[config.mk]
export PLATFORM = sky130hd
export DESIGN_NAME = commit_unit
export DESIGN_NICKNAME = d
export VERILOG_FILES = /design/src/source/mem_stage_pkg.sv /design/src/source/commit_unit.sv
export SDC_FILE = /design/constraint.sdc
export NUM_CORES = 1
export LEC_CHECK = 0
export BUFFER_PORTS_ARGS = -buffer_cell sky130_fd_sc_hd__buf_2
export CORE_AREA = 2 2 150 152
export DETAILED_ROUTE_END_ITERATION = 8
export DIE_AREA = 0 0 152 154
export GPL_ROUTABILITY_DRIVEN = 0
export PLACE_DENSITY = 0.4
export REMOVE_ABC_BUFFERS = 1
export SLEW_MARGIN = 20
export SYNTH_ARGS = -nofsm -noshare
export SYNTH_HDL_FRONTEND = slang
export SYNTH_SLANG_ARGS = --single-unit
export TNS_END_PERCENT = 5
[constraint.sdc]
create_clock -name vclk -period 2.2
set_input_delay 0.22 -clock vclk [all_inputs]
set_output_delay 0.22 -clock vclk [all_outputs]
set_load 0.02 [all_outputs]
[src/source/mem_stage_pkg.sv]
`default_nettype none

package mem_stage_pkg;

    // Access width and signedness, also picks the store replication
    typedef enum logic [2:0] {
        LB   = 3'd0,
        LBU  = 3'd1,
        LH   = 3'd2,
        LHU  = 3'd3,
        LW   = 3'd4,
        NONE = 3'd5
    } mem_width_t;

    // Source of the register write data
    typedef enum logic [1:0] {
        WB_LOAD  = 2'd0,
        WB_PC4   = 2'd1,
        WB_IMM_U = 2'd2,
        WB_ALU   = 2'd3
    } wb_sel_t;

    // ex/mem pipeline register
    typedef struct packed {
        logic        dren;
        logic        dwen;
        mem_width_t  width;
        logic [31:0] addr;
        logic [31:0] rs2_data;
        logic [31:0] pc;
        logic [31:0] pc4;
        logic [31:0] imm_u;
        wb_sel_t     w_sel;
        logic [4:0]  rd;
        logic        reg_write;
        logic        ifence;
        logic        halt;
        logic        branch;
        logic        prediction;
        logic        branch_taken;
        logic [31:0] brj_addr;
    } ex_mem_t;

    // Report toward the hazard unit
    typedef struct packed {
        logic        d_mem_busy;
        logic        fence_stall;
        logic        mal_l;
        logic        mal_s;
        logic [31:0] badaddr;
        logic [31:0] epc;
        logic        mispredict;
        logic        halt;
        logic [4:0]  rd;
        logic        reg_write;
    } hazard_rpt_t;

    // One data word seen as bytes or as halfwords
    typedef union packed {
        logic [3:0][7:0]  bytes;
        logic [1:0][15:0] halves;
    } data_word_u;

    // Request from the lane unit to the data RAM
    typedef struct packed {
        logic        ren;
        logic        wen;
        logic [3:0]  byte_en;
        logic [31:0] addr;
        logic [31:0] wdata;
    } bus_req_t;

endpackage

`default_nettype wire
[src/source/commit_unit.sv]
`timescale 1ns/100ps
`default_nettype none

module commit_unit (
    input  mem_stage_pkg::ex_mem_t     ex_mem,
    input  logic [31:0]                load_data,
    input  logic                       mal,
    input  logic                       busy,
    input  logic                       fence_stall,
    output mem_stage_pkg::hazard_rpt_t hazard,
    output logic [31:0]                reg_wdata,
    output logic                       update_predictor,
    output logic                       branch_result,
    output logic [31:0]                update_addr,
    output logic                       halt
);
    import mem_stage_pkg::*;

    // Writeback source
    always_comb begin
        case (ex_mem.w_sel)
            WB_LOAD:  reg_wdata = load_data;
            WB_PC4:   reg_wdata = ex_mem.pc4;
            WB_IMM_U: reg_wdata = ex_mem.imm_u;
            WB_ALU:   reg_wdata = ex_mem.addr;
            default:  reg_wdata = '0;
        endcase
    end

    always_comb begin
        hazard.d_mem_busy  = busy;
        hazard.fence_stall = fence_stall;

        // Misalignment exceptions only for real accesses
        hazard.mal_l   = ex_mem.dren & mal;
        hazard.mal_s   = ex_mem.dwen & mal;
        hazard.badaddr = ex_mem.addr;
        hazard.epc     = ex_mem.pc;

        // Non-branches never mispredict
        hazard.mispredict = ex_mem.branch & (ex_mem.prediction ^ ex_mem.branch_taken);

        hazard.halt      = ex_mem.halt;
        hazard.rd        = ex_mem.rd;
        hazard.reg_write = ex_mem.reg_write;
    end

    // Predictor update
    assign update_predictor = ex_mem.branch;
    assign branch_result    = ex_mem.branch_taken;
    assign update_addr      = ex_mem.brj_addr;

    assign halt = ex_mem.halt;

endmodule

`default_nettype wire

==> flow_metrics.tcl <==
set metrics [dict create \
    n_fill_cell 2519 \
    synthCells 151 \
    io_pins 388 \
    antenna_found_initial 2 \
    grt_util_all_layers_pct 14.2 \
    synth-simple-area-share_pct 1.14 \
    postRouteAntennaNets 0 \
    synth_xor_area_share_pct 0.530 \
    cap_violations 0 \
    min-delay-start "ex_mem[42]" \
    outcome "finished, final reports clean" \
    syn_avg_cell_area_sq_um 10.9 \
    cp-start-kind "input pin" \
    synth_adder_area_share_pct 0 \
    cp-startpoint "ex_mem[43]" \
    ys_seq_area_share_pct 0 \
    final_hold_viol_count 0 \
    placed_area_sq_um 2190 \
    row_count 54 \
    fp.dieH_um 154 \
    dr_total_vias 1611 \
    drtIter0Drc 68 \
    crit_path_end_kind "primary output" \
    p_leak_nw 1.06 \
    grt_max_degree 33 \
    avgRoutedWirePerCell_um 33.4 \
    worstHoldPathCells 0 \
    postCtsHoldBufs 0 \
    die_area_sq_um 23400 \
    peakVddDrop_mv 0.0857 \
    worst_slew_pin_slew_ps 219 \
    min_period_over_period_pct 71.5 \
    cts_resized 0 \
    synth_compound_area_share_pct 0 \
    finalPower_w 0.000519 \
    hold_path.class "in2out" \
    ys_types 8 \
    wirelength_um 17500 \
    powerDensity_nw_per_um2 237 \
    nClkBuffers 0 \
    wl_met3_um 5260 \
    netlist_area_sq_um 1650 \
    synth_mux_area_share_pct 44.1 \
    synth_warnings 0 \
    drt-met1-wl_um 4160 \
    cp_data_arrival_time_ps 1350 \
    wl_met2_um 8090 \
    dr.max_layer_used "met5" \
    final_layout_size_suffix_gt1_share_pct 97.6 \
    avgViaCountPerCell 3.07 \
    drcViolationCount 0 \
    fin_area_sq_um 2190 \
    layoutNonFillerInstCount 525 \
    grt_overflow_total 0 \
    synth_area_leaders "buf_4 (49%), mux4_2 (41%), buf_12 (3.6%), mux4_1 (3.2%), and2_1 (1.1%)" \
    setup_viol 0 \
    start_util_pct 7.62 \
    fin_crit_ps 1570 \
    seq_cell_count 0 \
    die_w_um 152 \
    multi_input_area_sq_um 756 \
    io_buffers 205 \
    post_cts_buffers 0 \
    grt_pass1_vias 1652 \
    crit_fanout 21 \
    synth.top_cell.area_share_pct 49.1 \
    grt_first_pass_wirelength_um 20800 \
    seqCellArea_sq_um 0 \
    fmax_mhz 636 \
    fin_tns_setup_ps 0 \
    firstDrtPassIters 4 \
    nets 492 \
    synth.largest_area_cell "buf_4" \
    dp_cells 525 \
    core_region_area_sq_um 21700 \
    critPathKind "in2out" \
    post-route-util_pct 10.1 \
    drv_slew 0 \
    synth_top_family_by_area "buffers and inverters" \
    antenna_cells 0 \
    cp.required_ps 1980 \
    syn_to_final_growth_pct 32.3 \
    rsz0062_at_grt "false" \
    relSlewSlack_pct 85.4 \
]
## layer usage
| metal | GRT usage, % | up-vias |
|---|---|---|
| li1 | - | 628 |
| met1 | 9.91 | 676 |
| met2 | 23.9 | 297 |
| met3 | 19.4 | 8 |
| met4 | 0 | 2 |
| met5 | 1.04 | - |
## cell type report
class / count / share of cell area, %
multi-input combinational: 36 / 34.6
tap: 280 / 16.0
timing repair buffer: 209 / 49.4
## cell usage after synthesis, drive strengths merged
| cell type | instances |
|---|---|
| buf | 115 |
| and2 | 3 |
| mux4 | 32 |
| xor2 | 1 |
## cell families (layout without fill, tap and decap cells)
family / after synthesis / after routing
and+or+nand+nor: 3 / 3
buffers and inverters: 115 / 209
muxes: 32 / 32
xor gates and xnor gates: 1 / 1
## where the power goes
group,switching (W),internal (W)
sequential,0,0
combinational,0.000269,0.000251
clock,0,0
total,0.000269,0.000251
## layout by cell type, fill, tap and decap left out
cell and count:
and2_1 3, buf_12 2, buf_2 205, buf_4 2, mux4_1 2, mux4_2 30
xor2_1 1
## worst paths after layout
check             to
min        hazard[5]
max    reg_wdata[28]
## critical path, stage by stage
cell,delay (ps)
buf_2,120
buf_12,210
mux4_1,580
buf_2,190
## per-stage QoR
| step | worst slack, ps | hold WS (ps) |
|---|---|---|
| CTS | 607 | 440 |
| global route | 565 | 440 |
| global placement | 624 | 440 |
| finish | 627 | 440 |
| floorplan | 1120 | 440 |
| detailed placement | 607 | 440 |
(Power assumes the default switching activity.)
