File: config.mk
export PLATFORM = sky130hd
export DESIGN_NAME = mem_lane_unit
export DESIGN_NICKNAME = d
export VERILOG_FILES = /design/src/source/mem_stage_pkg.sv /design/src/source/mem_lane_unit.sv
export SDC_FILE = /design/constraint.sdc
export NUM_CORES = 1
export LEC_CHECK = 0
export BUFFER_PORTS_ARGS = -buffer_cell sky130_fd_sc_hd__buf_4
export CORE_AREA = 2 2 134 136
export DETAILED_ROUTE_END_ITERATION = 10
export DIE_AREA = 0 0 136 138
export SLEW_MARGIN = 30
export SYNTH_ARGS = -nofsm -noshare
export SYNTH_HDL_FRONTEND = slang
export SYNTH_SLANG_ARGS = --single-unit
File: constraint.sdc
create_clock -name vclk -period 1.4
set_input_delay 0.07 -clock vclk [all_inputs]
set_output_delay 0.07 -clock vclk [all_outputs]
set_load 0.005 [all_outputs]
File: src/source/mem_stage_pkg.sv
`default_nettype none

package mem_stage_pkg;

    // Access width and signedness, also picks the store replication
    typedef enum logic [2:0] {
        LB   = 3'd0,
        LBU  = 3'd1,
        LH   = 3'd2,
        LHU  = 3'd3,
        LW   = 3'd4,
        NONE = 3'd5
    } mem_width_t;

    // Source of the register write data
    typedef enum logic [1:0] {
        WB_LOAD  = 2'd0,
        WB_PC4   = 2'd1,
        WB_IMM_U = 2'd2,
        WB_ALU   = 2'd3
    } wb_sel_t;

    // ex/mem pipeline register
    typedef struct packed {
        logic        dren;
        logic        dwen;
        mem_width_t  width;
        logic [31:0] addr;
        logic [31:0] rs2_data;
        logic [31:0] pc;
        logic [31:0] pc4;
        logic [31:0] imm_u;
        wb_sel_t     w_sel;
        logic [4:0]  rd;
        logic        reg_write;
        logic        ifence;
        logic        halt;
        logic        branch;
        logic        prediction;
        logic        branch_taken;
        logic [31:0] brj_addr;
    } ex_mem_t;

    // Report toward the hazard unit
    typedef struct packed {
        logic        d_mem_busy;
        logic        fence_stall;
        logic        mal_l;
        logic        mal_s;
        logic [31:0] badaddr;
        logic [31:0] epc;
        logic        mispredict;
        logic        halt;
        logic [4:0]  rd;
        logic        reg_write;
    } hazard_rpt_t;

    // One data word seen as bytes or as halfwords
    typedef union packed {
        logic [3:0][7:0]  bytes;
        logic [1:0][15:0] halves;
    } data_word_u;

    // Request from the lane unit to the data RAM
    typedef struct packed {
        logic        ren;
        logic        wen;
        logic [3:0]  byte_en;
        logic [31:0] addr;
        logic [31:0] wdata;
    } bus_req_t;

endpackage

`default_nettype wire
File: src/source/mem_lane_unit.sv
`timescale 1ns/100ps
`default_nettype none

module mem_lane_unit #(
    parameter BUS_ENDIANNESS = "little"
) (
    input  mem_stage_pkg::ex_mem_t  ex_mem,
    input  logic [31:0]             rdata,
    output mem_stage_pkg::bus_req_t bus_req,
    output logic [31:0]             load_data,
    output logic                    mal
);
    import mem_stage_pkg::*;

    logic [1:0]  byte_offset;
    logic [3:0]  byte_en_std;
    logic [3:0]  bus_byte_en;
    logic [31:0] store_data;
    logic [31:0] bus_wdata;
    data_word_u  load_word;

    function automatic logic [31:0] swap_lanes(input logic [31:0] w);
        return {w[7:0], w[15:8], w[23:16], w[31:24]};
    endfunction

    assign byte_offset = ex_mem.addr[1:0];

    // Standard little-endian lane enables
    always_comb begin
        case (ex_mem.width)
            LB, LBU: byte_en_std = 4'b0001 << byte_offset;
            LH, LHU: byte_en_std = byte_offset[1] ? 4'b1100 : 4'b0011;
            LW:      byte_en_std = 4'b1111;
            default: byte_en_std = 4'b0000;
        endcase
    end

    // Odd halfword or unaligned word
    always_comb begin
        case (ex_mem.width)
            LH, LHU: mal = byte_offset[0];
            LW:      mal = (byte_offset != 2'b00);
            default: mal = 1'b0;
        endcase
    end

    // Store data copied into every lane it could land in
    always_comb begin
        case (ex_mem.width)
            LB, LBU: store_data = {4{ex_mem.rs2_data[7:0]}};
            LH, LHU: store_data = {2{ex_mem.rs2_data[15:0]}};
            LW:      store_data = ex_mem.rs2_data;
            default: store_data = '0;
        endcase
    end

    generate
        if (BUS_ENDIANNESS == "big") begin : g_big_endian
            // Lane 0 of the bus is the most significant byte
            assign bus_byte_en = {byte_en_std[0], byte_en_std[1],
                                  byte_en_std[2], byte_en_std[3]};
            assign bus_wdata   = swap_lanes(store_data);
            assign load_word   = swap_lanes(rdata);
        end else begin : g_little_endian
            assign bus_byte_en = byte_en_std;
            assign bus_wdata   = store_data;
            assign load_word   = rdata;
        end
    endgenerate

    always_comb begin
        bus_req.ren     = ex_mem.dren & ~mal;
        bus_req.wen     = ex_mem.dwen & ~mal;
        bus_req.byte_en = bus_byte_en;
        bus_req.addr    = ex_mem.addr;
        bus_req.wdata   = bus_wdata;
    end

    // Pick the addressed lane and extend it
    always_comb begin
        case (ex_mem.width)
            LB:      load_data = {{24{load_word.bytes[byte_offset][7]}},
                                  load_word.bytes[byte_offset]};
            LBU:     load_data = {24'h0, load_word.bytes[byte_offset]};
            LH:      load_data = {{16{load_word.halves[byte_offset[1]][15]}},
                                  load_word.halves[byte_offset[1]]};
            LHU:     load_data = {16'h0, load_word.halves[byte_offset[1]]};
            LW:      load_data = load_word;
            default: load_data = '0;
        endcase
    end

endmodule

`default_nettype wire

==> results_tabular.tex <==
\begin{tabular}{lr}
\hline
Metric & Value \\
\hline
\multicolumn{2}{l}{\textbf{Outcome}} \\
Run status & finished, final reports clean \\
\multicolumn{2}{l}{\textbf{Floorplan}} \\
Height of the chip & 138 um \\
Total Die Area & 18770 sq um \\
Horizontal extent of the die & 136 um \\
Total core area & 17530 sq um \\
Floorplan row count & 49 \\
Number of I/O pins & 345 \\
Effective utilization at floorplan & 0.09034 \\
\multicolumn{2}{l}{\textbf{Power and ir drop}} \\
Power share of the combinational group & 1.000 \\
Leakage & 0.001546 uW \\
Worst ir drop on vdd & 0.09379 mV \\
Net switching fraction of the power & 0.4378 \\
Overall Power & 886.7 uW \\
Cell internal pwr & 498.5 uW \\
Cell Pwr Density & 322.1 nW/um\^{}2 \\
Switching power & 388.2 uW \\
Sequential Power Share & 0 \\
Share of power burned in the clock network & 0 \\
\multicolumn{2}{l}{\textbf{Worst setup path}} \\
Launching element type of the critical path & primary input \\
CP Data Required Time & 1.33 ns \\
Critical path endpoint category & primary output \\
Largest driver fanout on the critical path & 7 \\
Setup CP Type & primary input to primary output \\
Critical path data arrival time & about 1.2 ns \\
\multicolumn{2}{l}{\textbf{Layout}} \\
Area added between synthesis and finish & 73.78\% \\
Most common cell after layout, fill and taps aside & sky130\_fd\_sc\_hd\_\_buf\_4 \\
Sequential cell area & 0 sq um \\
Commonest cells after routing, fill and taps aside & sky130\_fd\_sc\_hd\_\_buf\_4 (161), sky130\_fd\_sc\_hd\_\_nand2\_1 (27), sky130\_fd\_sc\_hd\_\_nand3\_1 (22), sky130\_fd\_sc\_hd\_\_a21oi\_1 (19), sky130\_fd\_sc\_hd\_\_a21o\_1 (16) \\
Number of clock buffers in the layout & 0 \\
Antenna diode instance count & 0 \\
Final standard cell area without fillers & between 2000 and 3000 sq um \\
Share of layout cells above drive strength 1 & 0.5486 \\
Final sequential cell count & 0 \\
Final layout net count & a little under 600 \\
\multicolumn{2}{l}{\textbf{Global routing}} \\
Number of antenna violations at the first check in global routing & 0 \\
Number of global-route vias before repair & 2145 \\
Gr ovfl total & 0 \\
Maximum number of pins on one net before global-route repair & 27 \\
All-Layer GR Usage & 0.08312 \\
Global-route wire length before repair & 12060 um \\
\multicolumn{2}{l}{\textbf{STA}} \\
Highest achievable clock rate & a little under 800 MHz \\
Final hold viol count & 0 \\
RSZ-0062 raised after global routing & no \\
Final cycle utilization of the critical path & 0.9189 \\
Final Slew Violations & 0 \\
Total Neg Setup Slack & 0 ns \\
Endpoints failing setup & 0 \\
Tightest hold margin & 0.1400 ns \\
Headroom to the max-slew limit & 0.7848 \\
Worst slew pin tran & around 0.32 ns \\
Time the final worst path needs with I/O delays and setup & $\sim$1.3 ns \\
\multicolumn{2}{l}{\textbf{Synth}} \\
Number of different library cells in the post-synthesis netlist & 35 \\
Sequential area share after synthesis & 0 \\
Yosys warns & 0 \\
Cell count after synthesis & 241 \\
Syn Std Cell Area & between 1500 and 2000 sq um \\
Post-synth net total & between 400 and 500 \\
Per-instance average area after synthesis & 6.573 sq um \\
\multicolumn{2}{l}{\textbf{Placement}} \\
Gpl congestion & 0.7102 \\
Number of buffers added on ports & 144 \\
Post-DP HPWL & 7091 um \\
Post-place instance area & about 2800 sq um \\
\multicolumn{2}{l}{\textbf{Routing}} \\
Average wire per cell in the routed design & around 15 um \\
Detail Route Antenna Nets & 0 \\
Initial DRC count & between 60 and 70 \\
Residual DRC & 0 \\
Avg Vias per Cell & between 3 and 4 \\
DR pass1 iterations & 4 \\
Number of vias in the routed layout & 2187 \\
Total wirelength of the detailed-routed design & 8413 um \\
\multicolumn{2}{l}{\textbf{Worst hold path}} \\
Min-delay worst type & primary input to primary output \\
\multicolumn{2}{l}{\textbf{Run}} \\
Max-cap check violation count & 0 \\
\multicolumn{2}{l}{\textbf{Clocking}} \\
Number of hold buffers added after CTS & 0 \\
Number of buffers inserted to repair setup after CTS & 0 \\
PostCTS Resize Cnt & 0 \\
\hline
\end{tabular}
[cells by family after synthesis]
group,after synthesis,share of synthesized area
simple gates,88,0.3073
mux,20,0.1319
buf+inv,64,0.2654
compound gates,69,0.2954
[synth_stat cells]
cell type | count | area share
sky130_fd_sc_hd__buf_4 | 32 | 0.15
sky130_fd_sc_hd__mux2i_1 | 13 | 0.082
sky130_fd_sc_hd__buf_1 | 4 | 0.0095
sky130_fd_sc_hd__buf_2 | 9 | 0.028
sky130_fd_sc_hd__nand2_2 | 1 | 0.0040
sky130_fd_sc_hd__nor2b_1 | 1 | 0.0040
sky130_fd_sc_hd__nor2_2 | 1 | 0.0040
sky130_fd_sc_hd__o211ai_1 | 3 | 0.014
sky130_fd_sc_hd__buf_8 | 1 | 0.0095
sky130_fd_sc_hd__a21oi_1 | 19 | 0.060
sky130_fd_sc_hd__nand3_1 | 22 | 0.070
sky130_fd_sc_hd__buf_6 | 5 | 0.036
sky130_fd_sc_hd__o21ai_0 | 13 | 0.041
sky130_fd_sc_hd__and2_1 | 3 | 0.012
sky130_fd_sc_hd__nand2b_2 | 1 | 0.0055
sky130_fd_sc_hd__a211oi_1 | 1 | 0.0047
sky130_fd_sc_hd__nand2b_1 | 2 | 0.0079
sky130_fd_sc_hd__nor2b_4 | 1 | 0.0087
sky130_fd_sc_hd__nor2_4 | 1 | 0.0071
sky130_fd_sc_hd__or2_4 | 1 | 0.0055
sky130_fd_sc_hd__and2b_1 | 1 | 0.0047
sky130_fd_sc_hd__mux2_2 | 7 | 0.050
sky130_fd_sc_hd__or2_2 | 1 | 0.0040
sky130_fd_sc_hd__inv_1 | 9 | 0.021
sky130_fd_sc_hd__clkbuf_1 | 4 | 0.0095
sky130_fd_sc_hd__a22oi_1 | 7 | 0.033
sky130_fd_sc_hd__o21ai_4 | 1 | 0.010
sky130_fd_sc_hd__o22ai_2 | 1 | 0.0079
sky130_fd_sc_hd__o22ai_1 | 1 | 0.0040
sky130_fd_sc_hd__nand2_1 | 27 | 0.064
sky130_fd_sc_hd__nor2_1 | 13 | 0.031
sky130_fd_sc_hd__nand3_2 | 12 | 0.076
sky130_fd_sc_hd__a21o_1 | 16 | 0.076
sky130_fd_sc_hd__a221o_1 | 6 | 0.038
sky130_fd_sc_hd__o211a_1 | 1 | 0.0063
[per-layer routing]
metal  up-vias  track usage  wire length [um]
met1       987      0.09733              3279
met4         0      0.03454               419
li1       1037            -                 -
met3        36      0.01283               735
met2       127       0.1486              3979
met5         -            0                 0
[critical path, stage by stage]
cell                      delay, ns
sky130_fd_sc_hd__buf_4         0.14
sky130_fd_sc_hd__nor2b_1       0.28
sky130_fd_sc_hd__buf_12        0.17
sky130_fd_sc_hd__o21ai_4       0.10
sky130_fd_sc_hd__a221o_1       0.32
sky130_fd_sc_hd__buf_4         0.14
[power by group through the flow]
stage               logic [uW]  registers (uW)  clock network, uW
floorplan                  428               0                  0
global placement           896               0                  0
detailed placement         900               0                  0
CTS                        902               0                  0
global route               969               0                  0
finish                     887               0                  0
[path summary, 6_finish.rpt]
check,end,cells past startpoint,slack [ns],from
worst max-delay path,load_data[6],6,0.11,ex_mem[173]
worst min-delay path,bus_req[43],0,0.14,ex_mem[184]
[layout make-up]
type	instances	area, sq um
repair buffers	164	1269
well taps	229	286.5
fillers	2078	14780
inverters	9	33.78
multi-input cells	177	1164
[per-stage QoR]
step	std cells	setup slack (ns)	utilization
2_1_floorplan	241	0.3660	-
3_3_place_gp	579	0.09646	0.1570
3_5_place_dp	579	0.08606	0.1570
4_1_cts	579	0.08460	0.1570
5_1_grt	579	0.03382	0.1570
6_report	579	0.1135	0.1570
No activity file was read; power rests on OpenSTA's default activity.
