<file path="config.mk">
export PLATFORM = sky130hd
export DESIGN_NAME = fence_flush_fsm
export DESIGN_NICKNAME = d
export VERILOG_FILES = /design/src/source/fence_flush_fsm.sv
export SDC_FILE = /design/constraint.sdc
export NUM_CORES = 1
export LEC_CHECK = 0
export BUFFER_PORTS_ARGS = -buffer_cell sky130_fd_sc_hd__buf_2
export CORE_AREA = 2 2 39 41
export CTS_CLUSTER_DIAMETER = 150
export DETAILED_ROUTE_END_ITERATION = 8
export DIE_AREA = 0 0 41 43
export PLACE_DENSITY = 0.4
export SLEW_MARGIN = 20
export SYNTH_ARGS = -nofsm -noshare
export SYNTH_HDL_FRONTEND = slang
export SYNTH_SLANG_ARGS = --single-unit
</file>
<file path="constraint.sdc">
create_clock -name CLK -period 1.1 [get_ports CLK]
set_input_delay 0.165 -clock CLK [delete_from_list [all_inputs] [get_ports CLK]]
set_output_delay 0.165 -clock CLK [all_outputs]
set_load 0.03 [all_outputs]
</file>
<file path="src/source/fence_flush_fsm.sv">
`timescale 1ns/100ps
`default_nettype none

module fence_flush_fsm (
    input  logic CLK,
    input  logic nRST,
    input  logic ifence,
    input  logic iflush_done,
    input  logic dflush_done,
    output logic iflush_req,
    output logic dflush_req,
    output logic fence_stall
);

    typedef enum logic [2:0] {
        IDLE      = 3'd0,
        WAIT_BOTH = 3'd1,
        WAIT_I    = 3'd2,
        WAIT_D    = 3'd3,
        HOLD      = 3'd4
    } fence_state_t;

    fence_state_t state;
    fence_state_t next_state;
    logic         fence_start;
    logic         iflushed;
    logic         dflushed;

    // IDLE is only re-entered with ifence low, so a high level here is an edge
    assign fence_start = (state == IDLE) && ifence;
    assign iflush_req  = fence_start;
    assign dflush_req  = fence_start;

    assign iflushed = (state == IDLE) || (state == WAIT_D) || (state == HOLD);
    assign dflushed = (state == IDLE) || (state == WAIT_I) || (state == HOLD);

    assign fence_stall = fence_start || !(iflushed && dflushed);

    always_ff @(posedge CLK, negedge nRST) begin
        if (!nRST) begin
            state <= IDLE;
        end else begin
            state <= next_state;
        end
    end

    always_comb begin
        next_state = state;
        case (state)
            IDLE:      if (ifence) next_state = WAIT_BOTH;
            WAIT_BOTH: begin
                if (iflush_done && dflush_done) begin
                    next_state = HOLD;
                end else if (iflush_done) begin
                    next_state = WAIT_D;
                end else if (dflush_done) begin
                    next_state = WAIT_I;
                end
            end
            WAIT_I:    if (iflush_done) next_state = HOLD;
            WAIT_D:    if (dflush_done) next_state = HOLD;
            // Wait for the fence to leave the stage
            HOLD:      if (!ifence) next_state = IDLE;
            default:   next_state = IDLE;
        endcase
    end

endmodule

`default_nettype wire

</file>
==> results.ini, run 1 <==
[outcome]
status = finished, violations left
violations = setup timing

[finish]
area_growth_syn_to_layout_pct = 88.8
final_cell_mix = buf_4, buf_2, clkbuf_4
largest_register = state
largest_register_ffs = 3
reg_top3 = state (3)
drive_above_1_share_pct = 59.5
mostFrequentLayoutCell = buf_4
instances_no_fill = 53
antennaDiodeCount = 0
nets = 43

[floorplan]
die_y_um = 43
core_mm2 = 0.00138
dieArea_mm2 = 0.00176
floorplan.rows = 14
ioPinCount = 8
start_util_pct = 12.9
die_x_um = 41

[place]
post-place-ws_ps = -2.35
dpl.cell_count = 46
gp_congestion = 0.611
numPortBuffers = 7

[detailed_routing]
wl_um = 436
drt-initial-drc-count = 2
dr.pass1.iters = 2
drc = 0
wl_per_cell_um = 8.23
vias_per_cell = 3.87
vias = 205
postRouteAntennaNets = 0

[clock_network]
cts.path.max_buffers = 2
cts.sinks = 3
htree_levels = 1
cts_tree = done
cts_buffers = 3
root_buffer = clkbuf_4
clk_latency_ps = 230
clk_pin_slew_ps = 40

[sta]
finalCritPeriodShare_pct = 113
fin_setup_tns_ps = -374
fin_skew_ps = 2.25
fmax_mhz = 801
maxSlewViolCount = 0
min_period_ps = 1250
worstMarginPinSlew_ps = 177
setup-violations-final = 4
rsz0062_at_grt = true
max_slew_margin_pct = 88.1
holdWs_ps = 256
hold_violations = 0
fin_ws_ps = -148

[global_routing]
grt_pass1_vias = 169
grt_pass1_wl_um = 690
grt_overflow = 0
antenna_found_initial = 0
grt_max_degree = 7
gr-usage-all-layers_pct = 6.53

[critical_path]
worst_path_max_delay_cell = dfrtp_1
path_cells = nor2_2, nand2_2, nor2_4, buf_6
arrival_ps = 1080
cp.required_ps = 940
worst-setup-path-type = flip-flop to output port
critical-path-max-stage-delay_ps = 370
end_kind = output port
worstSetupStartpointType = flip-flop
crit_fanout = 2

[logic_synthesis]
synth_nets = 26
synth-warning-count = 0
synth_cell_types = 15
seq_area_frac_synth_pct = 42.0
yosys.area.top_type = dfrtp_1
ys_seq_elements = 3
synth_area_leaders = dfrtp_1, nor3b_2, a21oi_1
avgSynthCellArea_um2 = 8.52
synth_cells = 21
synth_top_area_share_pct = 42.0
netlist_area_um2 = 179

[power_and_ir_drop]
p_leak_nw = 0.152
ir_worst_vdd_uv = 868
power_density_mw_per_mm2 = 2710
p_total_mw = 0.917

[min_path]
min_path_type = input pin to asynchronous set/reset pin

[run]
maxCapViolCount = 0

-- final cells by class --
type / count / area [um^2]
timing repair buffer: 13 / 97.6
clock buffer: 4 / 26.3
multi-input combinational: 15 / 110
fill: 154 / 1050
inverter: 2 / 7.51
tap: 16 / 20.0
sequential: 3 / 76.3
-- layer usage --
layer	track usage, %	wire (um)
met1	8.06	217
met2	6.88	166
met3	3.14	37
met4	8.00	15
met5	0	0
-- kinds of logic (layout without fill, tap and decap cells) --
family | Yosys count | in the layout | synth area share, %
AND/OR/NAND/NOR | 8 | 8 | 26.6
AO/OA/AOI/OAI | 7 | 7 | 23.1
flip-flops | 3 | 3 | 42.0
buffers and inverters | 3 | 19 | 8.39
-- cell usage after synthesis (all sizes together) --
cell type	instances
nand2b	1
dfrtp	3
inv	2
nor3b	1
a22oi	1
nand3b	1
a31oi	1
o21ai	2
buf	1
o211ai	1
nand2	2
nor2	2
a21oi	2
nor2b	1
-- power breakdown --
part | total, mW | switching [mW] | internal (mW)
clock network | 0.191 | 0.0554 | 0.136
logic | 0.517 | 0.269 | 0.248
registers | 0.208 | 0.0497 | 0.159
total | 0.917 | 0.375 | 0.543
-- timing repair --
action | in CTS | in global routing
hold buffers | 1 | 0
setup buffers | 1 | 1
endpoints found under the setup margin | 4 | 5
endpoints found under the hold margin | 3 | 0
resized for setup | 10 | 0
pin swaps | 3 | 0
-- critical path: cells and delay by family (launching register included) --
kind,cells,cell delay [ps]
DFF,1,370
buffers and inverters,1,140
and+or+nand+nor,3,340
-- per-stage QoR --
stage,area (um^2),utilization (%)
floorplan,186,-
global placement,256,18.5
detailed placement,256,18.5
CTS,330,23.9
global route,338,24.4
finish,338,24.4
-- final timing paths --
kind / endpoint / start / slack (ps) / cells after the start
max: dflush_req / state[1]$_DFFE_PN0P_ / -150 / 4
min: state[2]$_DFFE_PN0P_ / nRST / 260 / 2
max reg2reg: state[2]$_DFFE_PN0P_ / state[1]$_DFFE_PN0P_ / -10 / 5
min reg2reg: state[1]$_DFFE_PN0P_ / state[2]$_DFFE_PN0P_ / 530 / 1
max in group asynchronous: state[2]$_DFFE_PN0P_ / nRST / 730 / 2
min in group CLK: state[2]$_DFFE_PN0P_ / dflush_done / 260 / 3
No activity file was read; power rests on OpenSTA's default activity.
==> inputs of run 2 (changes only) <==
Settings changed: ABC_AREA set to 1, PLACE_DENSITY 0.4 to 0.46.
==> run 2 against run 1 <==
  * The flow still finishes with violations (setup timing)
  * Sequential share of layout area decreased by 5.6 points
  * Register-to-register slack got worse by 120 ps
  * Critical path depth is the same
  * Cell area up 35%
  * Count of clock-buffer cells in the layout stayed put
  * Total power up 44%
  * Die area unchanged
  * First-iteration DRC count did not move
  * Global-route usage is 3.8 points higher
  * Synthesized cell count up 90%
  * Largest cell class unchanged
==> results.ini, run 2 <==
[outcome]
status = finished, violations left
violations = setup timing

[critical_path]
worst-setup-path-type = flip-flop to output port
crit_family = flip-flops
worstSetupStartpointType = flip-flop
crit_fanout = 3
path_buf_inv = 1
end_kind = output port
path_cells = nor2_4, nand2_2, nor2_4, buf_6
critical-path-max-stage-delay_ps = 400
worst_path_max_delay_cell = dfrtp_1
path_common_cell = nor2_4
arrival_ps = 1100
cp.required_ps = 940

[finish]
area_growth_syn_to_layout_pct = 79.3
largest_register_ffs = 3
nets = 66
instances_no_fill = 76
mostFrequentLayoutCell = nand2_1
final_cell_mix = nand2_1, buf_4, inv_2, buf_2
antennaDiodeCount = 0
fillers = 160
largest_register = state
multi_input_area_um2 = 181
drive_above_1_share_pct = 60.0
finalInstanceArea_um2 = 455
reg_top3 = state (3)
seq_area_um2 = 77.6

[clock_network]
cts.sinks = 3
clk_pin_slew_ps = 40
cts_tree = done
clk_latency_ps = 230
htree_levels = 1
cts.path.max_buffers = 2
cts_buffers = 3
root_buffer = clkbuf_4

[sta]
worstMarginPinSlew_ps = 139
finalCritPeriodShare_pct = 115
min_period_ps = 1260
setup-violations-final = 6
max_slew_margin_pct = 90.7
fin_ws_ps = -164
rsz0062_at_grt = true
fmax_mhz = 791
fin_skew_ps = 2.31
hold_violations = 0
maxSlewViolCount = 0

[min_path]
min_path_type = input pin to flip-flop

[detailed_routing]
postRouteAntennaNets = 0
drt-initial-drc-count = 2
drc = 0
vias = 320
wl_per_cell_um = 9.54
vias_per_cell = 4.21
wl_um = 725
dr.pass1.iters = 5

[logic_synthesis]
async_flop_share_pct = 100
synth_cell_types = 12
synth_nets = 45
seq_area_frac_synth_pct = 29.6
synth_area_leaders = dfrtp_1, nand2_1, nand3_2
avgSynthCellArea_um2 = 6.35
synth_edf_count = 0
synth_top_area_share_pct = 29.6
synth_most_common_cell = nand2_1
netlist_area_um2 = 254
yosys.area.top_type = dfrtp_1
synth_ff_type = dfrtp_1
synth-warning-count = 0
synth_cells = 40
synthTopCellsByCount = nand2_1, nor2_1
ys_seq_elements = 3

[floorplan]
dieArea_mm2 = 0.00176
die_x_um = 41
die_y_um = 43
start_util_pct = 18.4
floorplan.rows = 14
core_mm2 = 0.00138
ioPinCount = 8

[global_routing]
antenna_found_initial = 0
grt_overflow = 0
grt_pass1_vias = 327
grt_pass1_wl_mm = 1.19
grt_max_degree = 7
gr-usage-all-layers_pct = 10.4

[place]
dpl.cell_count = 64
place_area_um2 = 332
numPortBuffers = 7
gp_congestion = 0.700
dpl.hpwl_um = 461

[power_and_ir_drop]
ir_worst_vdd_uv = 910
p_leak_nw = 0.241
power_density_mw_per_mm2 = 2910

[run]
maxCapViolCount = 0

-- run 2: changes by cell type after synthesis, sizes merged, moves of 2 or more --
cell / previous run / this run
nand2: 2 / 16
nand3: 0 / 5
nor2: 2 / 7
inv: 2 / 5
a21oi: 2 / 0
-- run 2: final cells by class --
type                            count  share of cell area, %
Multi-Input combinational cell     31                   39.8
Inverter                            5                   4.12
Timing Repair Buffer               17                   28.8
Clock buffer                        4                   5.77
Sequential cell                     3                   17.0
Tap cell                           16                   4.40
-- run 2: cells by family (layout without fill, tap and decap cells) --
| kind of cell | Yosys count | count (layout) | synth area share [%] |
|---|---|---|---|
| and+or+nand+nor | 29 | 29 | 55.7 |
| buffers and inverters | 6 | 26 | 10.3 |
| DFF | 3 | 3 | 29.6 |
| AOI/OAI and AO/OA | 2 | 2 | 4.43 |
-- run 2: final timing paths --
| path | start | end | slack (ps) | cells after the start |
|---|---|---|---|---|
| max | state[1]$_DFFE_PN0P_ | dflush_req | -160 | 4 |
| min | ifence | state[2]$_DFFE_PN0P_ | 220 | 3 |
| max reg2reg | state[1]$_DFFE_PN0P_ | state[2]$_DFFE_PN0P_ | -130 | 8 |
| min reg2reg | state[2]$_DFFE_PN0P_ | state[2]$_DFFE_PN0P_ | 620 | 2 |
| max in group asynchronous | nRST | state[0]$_DFFE_PN0P_ | 720 | 2 |
| min in group asynchronous | nRST | state[2]$_DFFE_PN0P_ | 260 | 2 |
-- run 2: worst min-delay path, cell delays in order --
cell	delay (ps)
buf_2	100
nand3_1	80
nand2_1	70
-- run 2: metrics by stage --
step	setup TNS (ps)	total power [mW]	hold slack (ps)	worst slack, ps	util, %
2_1_floorplan	-107	0.688	-131	-107	-
3_3_place_gp	-73.3	0.828	-34.7	-31.8	24.0
3_5_place_dp	-65.2	0.821	-36.4	-33.0	24.0
4_1_cts	-587	1.26	203	-166	31.3
5_1_grt	-1160	1.44	246	-223	32.9
6_report	-808	1.32	220	-164	32.9
-- run 2: repair_timing --
| item | in CTS | in global routing |
|---|---|---|
| pin swaps | 4 | 1 |
| setup endpoints to repair | 3 | 6 |
| setup buffers | 6 | 1 |
| hold buffers | 1 | 0 |
| hold endpoints to repair | 3 | 0 |
| gates resized for setup | 9 | 5 |
-- run 2: where the power goes --
group | switching [mW] | internal, mW
combinational | 0.477 | 0.441
sequential | 0.0538 | 0.162
clock | 0.0547 | 0.136
-- run 2: metal layers --
metal	vias to the layer above	global-route usage (%)	routed length (um)
li1	162	-	-
met1	146	9.35	240
met2	12	18.4	455
met3	0	1.57	29
met4	0	8.00	0
met5	-	0	0
